## config.mk

```make
export PLATFORM = sky130hd
export DESIGN_NAME = tiny32_alu
export DESIGN_NICKNAME = d
export VERILOG_FILES = /design/src/common/tiny32_pkg.sv /design/src/design/tiny32_alu.sv
export SDC_FILE = /design/constraint.sdc
export NUM_CORES = 1
export LEC_CHECK = 0
export BUFFER_PORTS_ARGS = -buffer_cell sky130_fd_sc_hd__buf_2
export CORE_MARGIN = 2
export CORE_UTILIZATION = 40
export CTS_CLUSTER_DIAMETER = 200
export CTS_CLUSTER_SIZE = 12
export DETAILED_ROUTE_END_ITERATION = 10
export MAX_ROUTING_LAYER = met4
export PLACE_DENSITY_LB_ADDON = 0.2
export SETUP_SLACK_MARGIN = 0.05
export SLEW_MARGIN = 20
export SYNTH_ARGS = -nofsm -noshare
export SYNTH_HDL_FRONTEND = slang
export SYNTH_SLANG_ARGS = --single-unit
```

## constraint.sdc

```tcl
create_clock -name clk -period 7.8 [get_ports clk]
set_input_delay 0.39 -clock clk [delete_from_list [all_inputs] [get_ports clk]]
set_output_delay 0.39 -clock clk [all_outputs]
set_load 0.1 [all_outputs]
```

## src/common/tiny32_pkg.sv

```systemverilog
`default_nettype none

package tiny32_pkg;

    typedef logic [31:0] word_t;
    typedef logic [4:0] reg_idx_t;

    typedef enum logic [6:0] {
        op_load   = 7'h03,
        op_store  = 7'h23,
        op_imm    = 7'h13,
        op_reg    = 7'h33,
        op_branch = 7'h63,
        op_lui    = 7'h37,
        op_auipc  = 7'h17,
        op_jal    = 7'h6f,
        op_jalr   = 7'h67,
        op_sys    = 7'h0b   // custom hlt, in and out
    } opcode_e;

    typedef enum logic [3:0] {
        alu_add, alu_sub, alu_sll, alu_srl, alu_sra,
        alu_xor, alu_or, alu_and, alu_slt, alu_sltu
    } alu_op_e;

    typedef enum logic [1:0] {
        size_byte = 2'd0,
        size_half = 2'd1,
        size_word = 2'd2
    } mem_size_e;

    //////////////////////////////////////////////////
    // instruction formats

    typedef struct packed {
        logic [6:0] func7;
        reg_idx_t rs2;
        reg_idx_t rs1;
        logic [2:0] func3;
        reg_idx_t rd;
        logic [6:0] opcode;
    } r_fmt_t;

    typedef struct packed {
        logic [11:0] imm;
        reg_idx_t rs1;
        logic [2:0] func3;
        reg_idx_t rd;
        logic [6:0] opcode;
    } i_fmt_t;

    typedef struct packed {
        logic [6:0] imm_hi;
        reg_idx_t rs2;
        reg_idx_t rs1;
        logic [2:0] func3;
        logic [4:0] imm_lo;
        logic [6:0] opcode;
    } s_fmt_t;

    typedef struct packed {
        logic imm12;
        logic [5:0] imm10_5;
        reg_idx_t rs2;
        reg_idx_t rs1;
        logic [2:0] func3;
        logic [3:0] imm4_1;
        logic imm11;
        logic [6:0] opcode;
    } b_fmt_t;

    typedef struct packed {
        logic [19:0] imm;
        reg_idx_t rd;
        logic [6:0] opcode;
    } u_fmt_t;

    typedef struct packed {
        logic imm20;
        logic [9:0] imm10_1;
        logic imm11;
        logic [7:0] imm19_12;
        reg_idx_t rd;
        logic [6:0] opcode;
    } j_fmt_t;

    typedef union packed {
        r_fmt_t r_fmt;
        i_fmt_t i_fmt;
        s_fmt_t s_fmt;
        b_fmt_t b_fmt;
        u_fmt_t u_fmt;
        j_fmt_t j_fmt;
    } instr_u;

    //////////////////////////////////////////////////
    // decoded control and memory request

    typedef struct packed {
        opcode_e opcode;
        alu_op_e alu_op;
        reg_idx_t rs1;
        reg_idx_t rs2;
        reg_idx_t rd;
        logic op_a_pc;
        logic op_a_zero;
        logic op_b_imm;
        logic we;
        mem_size_e size;
        logic load_unsigned;
        logic [2:0] cond;       // func3 of a branch
        logic is_in;
        logic is_out;
        logic is_hlt;
        logic illegal;
        word_t imm;
    } dec_t;

    typedef struct packed {
        logic valid;
        logic write;
        mem_size_e size;
        logic uns;
        word_t address;
        word_t wdata;           // rs2 as is, memory aligns it
    } mem_req_t;

    localparam word_t reset_pc = 32'h4000_0000;
    localparam logic [1:0] region_rom = 2'd1;
    localparam logic [1:0] region_ram = 2'd2;

endpackage

`default_nettype wire

```

## src/design/tiny32_alu.sv

```systemverilog
`default_nettype none

module tiny32_alu (
    input wire logic clk,
    input wire tiny32_pkg::dec_t dec,
    input wire tiny32_pkg::word_t pc,
    input wire tiny32_pkg::word_t rs1_data,
    input wire tiny32_pkg::word_t rs2_data,
    input wire logic exec_en,
    output tiny32_pkg::word_t result,
    output logic taken
);
    import tiny32_pkg::*;

    word_t op_a, op_b;
    logic [32:0] diff;
    logic zero, carry, lt_signed, cond_met;

    assign op_a = dec.op_a_zero ? '0 : (dec.op_a_pc ? pc : rs1_data);
    assign op_b = dec.op_b_imm ? dec.imm : rs2_data;

    assign diff = {1'b0, op_a} - {1'b0, op_b};
    assign zero = diff[31:0] == '0;
    assign carry = diff[32];   // borrow, a below b unsigned
    assign lt_signed = (op_a[31] != op_b[31]) ? op_a[31] : diff[31];

    always_comb begin
        case (dec.cond)
            3'd0: cond_met = zero;
            3'd1: cond_met = !zero;
            3'd4: cond_met = lt_signed;
            3'd5: cond_met = !lt_signed;
            3'd6: cond_met = carry;
            3'd7: cond_met = !carry;
            default: cond_met = 1'b0;
        endcase
    end

    always_ff @(posedge clk) begin
        if (exec_en) begin
            taken <= cond_met && dec.opcode == op_branch;
            case (dec.alu_op)
                alu_sub: result <= diff[31:0];
                alu_sll: result <= op_a << op_b[4:0];
                alu_srl: result <= op_a >> op_b[4:0];
                alu_sra: result <= $signed(op_a) >>> op_b[4:0];
                alu_xor: result <= op_a ^ op_b;
                alu_or: result <= op_a | op_b;
                alu_and: result <= op_a & op_b;
                alu_slt: result <= {31'b0, lt_signed};
                alu_sltu: result <= {31'b0, carry};
                default: result <= op_a + op_b;
            endcase
        end
    end

endmodule

`default_nettype wire

```

======== Word level (Yosys, flattened, before mapping) ========
Index checks and enable logic that the tools add are counted.
Widths: inputs -> output; s select.
operators by class
  add/subtract/negate cells ............... 2
  equality and inequality tests ........... 16
  shift operators ......................... 3
  muxes and demuxes ....................... 6
  bitwise operators ....................... 3
  reduce and logical (&&, ||, !) cells .... 6
operators by type and width
  kind                number
  $pmux 32 s9         1
  $mux 32             3
  $sub 32x32->33      1
  $add 32x32->32      1
  $and 32x32->32      1
  $logic_not 32->1    1
  $or 32x32->32       1
  $shl 32x5->32       1
  $shr 32x5->32       1
  $sshr 32x5->32      1
  $xor 32x32->32      1
  $eq 4x3->1 const B  4
  $eq 3x3->1 const B  4
  $eq 4x2->1 const B  2
  $eq 4x4->1 const B  2
  $eq 7x7->1 const B  1
  $pmux 1 s6          1
  $eq 4x1->1 const B  1
  $eq 3x1->1 const B  1
  $logic_not 1->1     3
  $logic_not 3->1     1
  $logic_and 1x1->1   1
  $mux 1              1
  $ne 1x1->1          1
storage, ports and cells
  flip-flop bits (word level) ............. 33
  bits of input ports ..................... 170
  output and inout port bits .............. 33
  word-level logic and storage cells ...... 38

======== Depth between registers and ports, before layout ========
Gate-level depths: netlist of run 1.
  depth after elaboration ................. 7
  gate-level depth with buffers ........... 29
  depth with buffers taken out ............ 26

======== Worst setup path after synthesis of run 1 ========
No wires, ideal clock.
  path type ............................... input to register
  start point ............................. input dec[43] (netlist name)
  end point ............................... register taken, data pin
  setup time .............................. 0.203 ns
  arrival ................................. 6.754 ns
  data required time ...................... 7.597 ns
  setup slack ............................. 0.844 ns
  cell stages on the path ................. 27
  buffers on the path ..................... 4
  cells stage by stage .................... clkbuf_1 -> clkbuf_1 -> clkbuf_1 -> mux2_2 -> ha_1 -> clkbuf_1 -> nor4_1 -> or3b_2 -> a2bb2oi_1 -> nand4_1 -> a31oi_1 -> o21bai_1 -> a21oi_1 -> nor2_1 -> nor2_1 -> fa_1 -> nand2_1 -> a211o_1 -> a2111oi_0 -> nand4_1 -> nor4_1 -> nand4_1 -> or4_4 -> a2111oi_4 -> nand4b_1 -> mux2i_1 -> a2111oi_1
between the ends
  word-level cells in the longest chain between the ends .. 6
  elaborated cells between the ends (all ways) .. 10
  classes of those cells .................. 1 x add/sub; 1 x eq/ne; 3 x mux; 5 x reduce/logical
ends and longest elaborated chain
  item                                          RTL line                            source
  start: declaration                            tiny32_alu.sv:5                     input wire tiny32_pkg::dec_t dec,
  $mux 32 (*)                                   tiny32_alu.sv:20                    assign op_b = dec.op_b_imm ? dec.imm : rs2_data;
  $sub 32x32->33 or $ne 1x1->1 (tied branches)  tiny32_alu.sv:22, tiny32_alu.sv:25
  $logic_not 32->1 or $mux 1 (tied branches)    tiny32_alu.sv:23, tiny32_alu.sv:25
  $logic_not 1->1, on equally long branches     tiny32_alu.sv:30, tiny32_alu.sv:32
  $pmux 1 s6 (*)                                tiny32_alu.sv:28                    case (dec.cond)
  $logic_and 1x1->1 (*)                         tiny32_alu.sv:41                    taken <= cond_met && dec.opcode == op_branch;
  end signal: assignment                        tiny32_alu.sv:41
  end: declaration                              tiny32_alu.sv:11                    output logic taken
Mark *: on every way between the ends. The rest lies on a longest branch, timed or not.
A chain may end at the register's enable or synchronous reset.

======== Worst setup path in the final report of run 1 ========
  start point ............................. input dec[45] (netlist name)
  end point ............................... register taken, data pin
between the ends
  word-level cells in the longest chain between the ends .. 7
  elaborated cells between the ends (all ways) .. 11
  classes of those cells .................. 1 x add/sub; 1 x eq/ne; 4 x mux; 5 x reduce/logical
ends and longest elaborated chain
  item                                          RTL line                            source
  $mux 32 (*) (2 in a row)                      tiny32_alu.sv:19                    assign op_a = dec.op_a_zero ? '0 : (dec.op_a_pc ? pc : rs1_data);
  $sub 32x32->33 or $ne 1x1->1 (tied branches)  tiny32_alu.sv:22, tiny32_alu.sv:25
  $logic_not 32->1 or $mux 1 (tied branches)    tiny32_alu.sv:23, tiny32_alu.sv:25
  $logic_not 1->1, on equally long branches     tiny32_alu.sv:30, tiny32_alu.sv:32
  $pmux 1 s6 (*)                                tiny32_alu.sv:28
  $logic_and 1x1->1 (*)                         tiny32_alu.sv:41
Marks and branches as above.

==> run_results.csv, run 1 <==
group,metric,value,unit
status,outcome,"completed",
global_routing,grt_pass1_wl,78500,um
clock_tree,cts_max_path_buffers,2,
floorplanning,ioPinCount,203,
drt,wl,53800,um
drt,wire_per_inst,25.7,um
clock_tree,postCtsSetupBuffers,0,
global_routing,antenna_found_initial,2,
cells_and_area,drive_gt1_share,18.2,%
synthesis,synth_area,11000,um^2
clock_tree,path_clk_slew,0.05,ns
placed_design,dpl_cell_area,12300,um^2
synthesis,synth_compound_area_share,35.3,%
sta,worst_pin_slew,1.20,ns
cells_and_area,multi_input_area,9170,um^2
sta,post-route-min-period,7.29,ns
floorplanning,rows,60,
setup_path,end_kind,"flip-flop",
floorplanning,initial_core_util,40.6,%
sta,setup_viol,0,
power_and_ir_drop,ir_drop,0.114,mV
power_and_ir_drop,sw_frac_of_total,58.2,%
power_and_ir_drop,finalPower,1.78,mW
drt,first_iter_violations,1715,
setup_path,required,7.87,ns
drt,drcViolationCount,0,
synthesis,syn_inst,1626,
power_and_ir_drop,intPower,0.743,mW
setup_path,start_kind,"input pin",
sta,final.period_utilization,93.4,%
sta,finalMaxSlewViolations,0,
clock_tree,cts_made_buffers,5,
power_and_ir_drop,p_leak,5.51,nW
global_routing,grt_usage,37.2,%
clock_tree,cts_max_level,2,
floorplanning,die_area,28700,um^2
sta,setup_tns,0,ns
drt,dr.pass1.iters,6,
sta,relSlewSlack,19.9,%
setup_path,slowest_delay,0.66,ns
placed_design,dpl.cell_count,2084,
sta,rsz0062_at_grt,"no",
synthesis,synth_mux_area_share,13.7,%
setup_path,critical_path.top_delay_family,"simple AND/OR/NAND/NOR gates",
clock_tree,cts_resized,0,
clock_tree,cts_root_buffer,"clkbuf_16",
power_and_ir_drop,p_sw,1.03,mW
worst_hold_path,whs_endpoint,"taken$_DFFE_PP_",
power_and_ir_drop,comb_power_share,76.4,%
placed_design,portBuffers,179,
setup_path,critPathArrivalTime,7.36,ns
worst_hold_path,hp-class,"in -> reg",
synthesis,yosys.area_share.simple,20.7,%
floorplanning,die_x,169,um
sta,hold_violations,0,
clock_tree,cts.sinks,33,
global_routing,grt_max_degree,60,
clock_tree,hold_buffers,0,
sta,worst_slack,0.512,ns
global_routing,grt_pass1_vias,12100,
power_and_ir_drop,power.clock.fraction,10.1,%
synthesis,seq_area_frac_synth,9.05,%
floorplanning,die_height,169,um
drt,avgViaCountPerCell,6.49,
setup_path,critPathKind,"in -> reg",
setup_path,startpoint,"dec[45]",
clock_tree,cts_tree,"done",
synthesis,ys_seq_elements,33,
setup_path,critPathMaxFanout,14,
setup_path,crit_buf_inv,1,
synthesis,synth_edf_count,33,
synthesis,synth_cell_type_count,91,
synthesis,synthAdderAreaFrac,11.6,%
power_and_ir_drop,power_density,143,nW/um^2
job,max_cap_viol_count,0,
synthesis,synth_top_family_by_area,"compound AO/OA/AOI/OAI gates",
placed_design,dp_slack,0.417,ns
synthesis,syn-mean-instance-area,6.74,um^2
drt,via_count,13600,
cells_and_area,final_cell_area,12500,um^2
sta,max_freq,137,MHz
setup_path,cp_slowest_cell,"mux2i_1",
cells_and_area,finalNetCount,2020,
synthesis,async_reset_ff_share,0,%
placed_design,place_hpwl,43100,um
setup_path,cp.depth,25,
cells_and_area,regArea,991,um^2
global_routing,grt_overflow_total,0,
synthesis,synth_fp_nets,1896,
synthesis,yosys_most_used_dff,"edfxtp_1",
cells_and_area,area_growth,13.7,%
cells_and_area,fill_cells,2824,
power_and_ir_drop,power_frac_seq,13.5,%
cells_and_area,stdcell_count,2094,
placed_design,gp_congestion,1.01,
synthesis,ys_warn_count,0,
synthesis,synth_xor_area_share,1.92,%
floorplanning,core-area,27000,um^2
worst_hold_path,holdPathStages,3,
drt,postRouteAntennaNets,0,
worst_hold_path,hold_start,"dec[38]",
## layer usage
metal | share of wire (%) | vias up | track usage [%]
met5 | 0 | - | -
met4 | 5.5 | 0 | 17.2
li1 | - | 6223 | -
met1 | 43 | 6360 | 51.2
met3 | 10 | 132 | 4.64
met2 | 41 | 883 | 54.3
## through the flow
| step | util, % | hold slack [ns] |
|---|---|---|
| floorplan | - | 0.502 |
| global placement | 45.7 | 0.782 |
| detailed placement | 45.7 | 0.786 |
| CTS | 46.2 | 0.495 |
| global route | 46.2 | 0.511 |
| finish | 46.2 | 0.495 |
## worst max path at each step
stage,end,slack [ns]
2_1_floorplan,taken$_DFFE_PP_,0.84
3_3_place_gp,taken$_DFFE_PP_,0.51
3_5_place_dp,taken$_DFFE_PP_,0.42
4_1_cts,taken$_DFFE_PP_,0.67
5_1_grt,taken$_DFFE_PP_,0.17
6_report,taken$_DFFE_PP_,0.51
## logic make-up (layout without fill, tap and decap cells)
| family | count (synthesis) | in the layout |
|---|---|---|
| AO/OA/AOI/OAI | 597 | 597 |
| AND/OR/NAND/NOR | 509 | 509 |
| buffers and inverters | 219 | 344 |
| multiplexers | 144 | 144 |
| adder cells (fa/ha/maj) | 100 | 100 |
| flip-flops | 33 | 33 |
| XOR/XNOR | 24 | 24 |
| other | 0 | 2 |
## flip-flops by register name, summed over array words and instances (netlist names)
name	flops
result	32
taken	1
## power groups by stage
| stage | Sequential, mW | Combinational, mW | Clock (mW) |
|---|---|---|---|
| floorplan | 0.447 | 0.710 | 0 |
| global placement | 0.242 | 1.31 | 0 |
| detailed placement | 0.243 | 1.31 | 0 |
| CTS | 0.240 | 1.32 | 0.182 |
| global route | 0.242 | 1.43 | 0.190 |
| finish | 0.239 | 1.36 | 0.180 |
## placed cells by master (no fill, tap or decap), drive strengths merged, types with 6 or more instances in the layout
| cell type | count |
|---|---|
| buf | 244 |
| a21o | 21 |
| a2111oi | 7 |
| o211ai | 23 |
| mux2 | 34 |
| nor2 | 208 |
| o21a | 9 |
| o21ai | 160 |
| a221o | 12 |
| o221ai | 12 |
| a22oi | 11 |
| nand3 | 34 |
| o22ai | 42 |
| or2 | 6 |
| nand2b | 14 |
| a211oi | 17 |
| inv | 90 |
| xor2 | 6 |
| a21oi | 159 |
| nand4 | 10 |
| o21bai | 16 |
| and3 | 6 |
| a31oi | 17 |
| nand2 | 147 |
| nor4 | 10 |
| nor2b | 16 |
| edfxtp | 33 |
| a221oi | 17 |
| mux2i | 109 |
| or3 | 7 |
| o31ai | 16 |
| nor3 | 31 |
| ha | 97 |
| xnor2 | 18 |
## worst min-delay path, cell delays in order
cell and delay [ns]:
buf_2 0.10, nand2_1 0.05, a2111oi_1 0.06
## cell usage after synthesis, types with 5 or more instances
| cell | n | area share, % |
|---|---|---|
| nor2_1 | 208 | 7.1 |
| a21oi_1 | 159 | 7.3 |
| o21ai_0 | 154 | 7.0 |
| nand2_1 | 147 | 5.0 |
| mux2i_1 | 109 | 10 |
| clkbuf_1 | 100 | 3.4 |
| ha_1 | 97 | 11 |
| inv_1 | 87 | 3.0 |
| o22ai_1 | 42 | 2.4 |
| mux2_2 | 34 | 3.5 |
| nand3_1 | 34 | 1.6 |
| edfxtp_1 | 33 | 9.0 |
| nor3_1 | 28 | 1.3 |
| o211ai_1 | 22 | 1.5 |
| a21o_1 | 21 | 1.4 |
| xnor2_1 | 18 | 1.4 |
| a221oi_1 | 17 | 1.4 |
| a31oi_1 | 17 | 0.97 |
| a211oi_1 | 16 | 1.1 |
| buf_1 | 16 | 0.55 |
| nor2b_1 | 16 | 0.91 |
| o31ai_1 | 16 | 1.1 |
| o21bai_1 | 15 | 1.0 |
| nand2b_1 | 14 | 0.80 |
| a221o_1 | 12 | 1.1 |
| o221ai_1 | 12 | 0.96 |
| a22oi_1 | 10 | 0.69 |
| nand4_1 | 10 | 0.57 |
| nor4_1 | 10 | 0.57 |
| o21a_1 | 9 | 0.62 |
| buf_2 | 8 | 0.37 |
| or3_1 | 7 | 0.40 |
| and3_1 | 6 | 0.34 |
| o21ai_1 | 6 | 0.27 |
| xor2_1 | 6 | 0.48 |
| and2_1 | 5 | 0.29 |
| o22a_1 | 5 | 0.40 |
| o32ai_1 | 5 | 0.40 |
## cell type report
| class | count | share of cell area (%) |
|---|---|---|
| Tap cell | 341 | 3.42 |
| Multi-Input combinational cell | 1374 | 73.6 |
| Sequential cell | 33 | 7.95 |
| Inverter | 92 | 2.77 |
| Timing Repair Buffer | 244 | 11.1 |
| Antenna cell | 2 | 0.0402 |
| Clock buffer | 5 | 1.00 |
| Clock inverter | 3 | 0.100 |
Power figures use the tool's default switching activity.
==> inputs of run 2 (changes only) <==
--- a/config.mk
+++ b/config.mk
@@ -8,6 +8,7 @@
 export BUFFER_PORTS_ARGS = -buffer_cell sky130_fd_sc_hd__buf_2
 export CORE_MARGIN = 2
 export CORE_UTILIZATION = 40
+export CTS_BUF_LIST = sky130_fd_sc_hd__clkbuf_4
 export CTS_CLUSTER_DIAMETER = 200
 export CTS_CLUSTER_SIZE = 12
 export DETAILED_ROUTE_END_ITERATION = 10
==> run_results.csv, run 2 (synthesis gave the netlist of run 1 again) <==
group,metric,value,unit
clock_tree,cts_root_buffer,"clkbuf_4",
setup_path,critPathMaxFanout,14,
global_routing,grt_pass1_wl,78400,um
placed_design,dpl.cell_count,2084,
drt,postRouteAntennaNets,0,
power_and_ir_drop,power.clock.fraction,5.2,%
sta,max_freq,138,MHz
global_routing,grt_overflow_total,0,
global_routing,grt_max_degree,60,
power_and_ir_drop,power_frac_seq,14.2,%
sta,relSlewSlack,14.7,%
clock_tree,cts_made_buffers,5,
global_routing,grt_usage,37.2,%
power_and_ir_drop,sw_frac_of_total,60.8,%
drt,wire_per_inst,25.5,um
setup_path,start_kind,"input pin",
cells_and_area,finalNetCount,2020,
setup_path,critPathKind,"in -> reg",
worst_hold_path,hp-class,"in -> reg",
placed_design,gp_congestion,1.01,
cells_and_area,final_common_cell,"nor2_1",
setup_path,critPathArrivalTime,7.37,ns
setup_path,end_kind,"flip-flop",
cells_and_area,drive_gt1_share,18.2,%
sta,hold_violations,0,
cells_and_area,multi_input_area,9170,um^2
clock_tree,hold_buffers,0,
power_and_ir_drop,finalPower,1.68,mW
power_and_ir_drop,p_leak,5.47,nW
sta,setup_tns,0,ns
sta,rsz0062_at_grt,"no",
sta,setup_viol,0,
drt,dr.pass1.iters,6,
drt,drcViolationCount,0,
cells_and_area,regArea,991,um^2
sta,finalMaxSlewViolations,0,
drt,via_count,13600,
clock_tree,cts_resized,0,
cells_and_area,stdcell_count,2094,
floorplanning,rows,60,
cells_and_area,largest_reg_flops,32,
placed_design,place_hpwl,43100,um
floorplanning,die_x,169,um
status,outcome,"completed",
clock_tree,cts_max_path_buffers,2,
floorplanning,die_area,28700,um^2
drt,first_iter_violations,1647,
sta,final.period_utilization,92.8,%
cells_and_area,regMostFlops,"result",
clock_tree,cts.sinks,33,
floorplanning,ioPinCount,203,
drt,avgViaCountPerCell,6.48,
global_routing,antenna_found_initial,2,
clock_tree,path_clk_slew,0.10,ns
job,max_cap_viol_count,0,
clock_tree,cts_max_level,2,
power_and_ir_drop,intPower,0.659,mW
floorplanning,die_height,169,um
power_and_ir_drop,power_density,136,nW/um^2
power_and_ir_drop,comb_power_share,80.6,%
clock_tree,cts_tree,"done",
cells_and_area,reg.largest.list,"result (32), taken (1)",
clock_tree,postCtsSetupBuffers,0,
sta,post-route-min-period,7.24,ns
setup_path,required,7.93,ns
placed_design,portBuffers,179,
power_and_ir_drop,p_sw,1.02,mW
cells_and_area,final_cell_mix,"207 x nor2_1, 179 x buf_2, 159 x a21oi_1",
global_routing,grt_pass1_vias,12100,
floorplanning,initial_core_util,40.6,%
power_and_ir_drop,ir_drop,0.0502,mV
cells_and_area,fill_cells,2832,
cells_and_area,area_growth,12.9,%
drt,wl,53500,um
sta,worst_pin_slew,1.28,ns
floorplanning,core-area,27000,um^2
## run 2: cell counts in the layout (fill, tap and decap cells not counted)
No cell type changed its count.
## run 2: worst paths after layout
path | end | start | depth (start not counted)
setup / recovery | taken$_DFFE_PP_ | dec[45] | 25
hold / removal | taken$_DFFE_PP_ | dec[38] | 3
## run 2: cell type report
cell class                 count  share of cell area, %
multi-input combinational   1374                   74.1
sequential                    33                   8.01
antenna                        2                 0.0405
tap                          341                   3.45
inverter                      92                   2.79
clock buffer                   5                  0.303
timing repair buffer         244                   11.2
clock inverter                 3                  0.101
## run 2: power groups by stage
stage	sequential [mW]	clock (mW)	combinational [mW]
floorplan	0.447	0	0.710
global placement	0.242	0	1.31
detailed placement	0.243	0	1.31
CTS	0.239	0.0895	1.32
global route	0.241	0.0968	1.43
finish	0.238	0.0868	1.35
## run 2: worst max-delay path: stages
cell	delay, ns
buf_2	0.34
mux2i_1	0.63
nor2_1	0.27
ha_1	0.38
nor4_1	0.58
or3b_2	0.50
a2bb2oi_1	0.18
nand4_1	0.17
a31oi_1	0.10
o21bai_1	0.21
a21oi_1	0.10
nor2_1	0.12
nor2_1	0.07
fa_1	0.60
nand2_1	0.09
a211o_1	0.27
a2111oi_0	0.37
nand4_1	0.14
nor4_1	0.28
nand4_1	0.14
or4_4	0.45
a2111oi_4	0.26
nand4b_1	0.21
mux2i_1	0.17
a2111oi_1	0.34
## run 2: through the flow
stage | instance area [um^2] | util [%] | setup slack, ns | hold WS [ns]
after global placement | 12300 | 45.7 | 0.510 | 0.782
final | 12400 | 45.9 | 0.564 | 0.430
after CTS | 12400 | 45.9 | 0.739 | 0.418
after detailed placement | 12300 | 45.7 | 0.417 | 0.786
after global routing | 12400 | 45.9 | 0.238 | 0.434
after floorplan | 11000 | - | 0.844 | 0.502
## run 2: per-layer routing
metal,GRT usage [%],up-vias,wire [um]
met5,-,-,0
met4,17.2,0,2910
met3,4.57,120,5550
met2,54.2,885,22200
met1,51.2,6342,22900
li1,-,6226,-
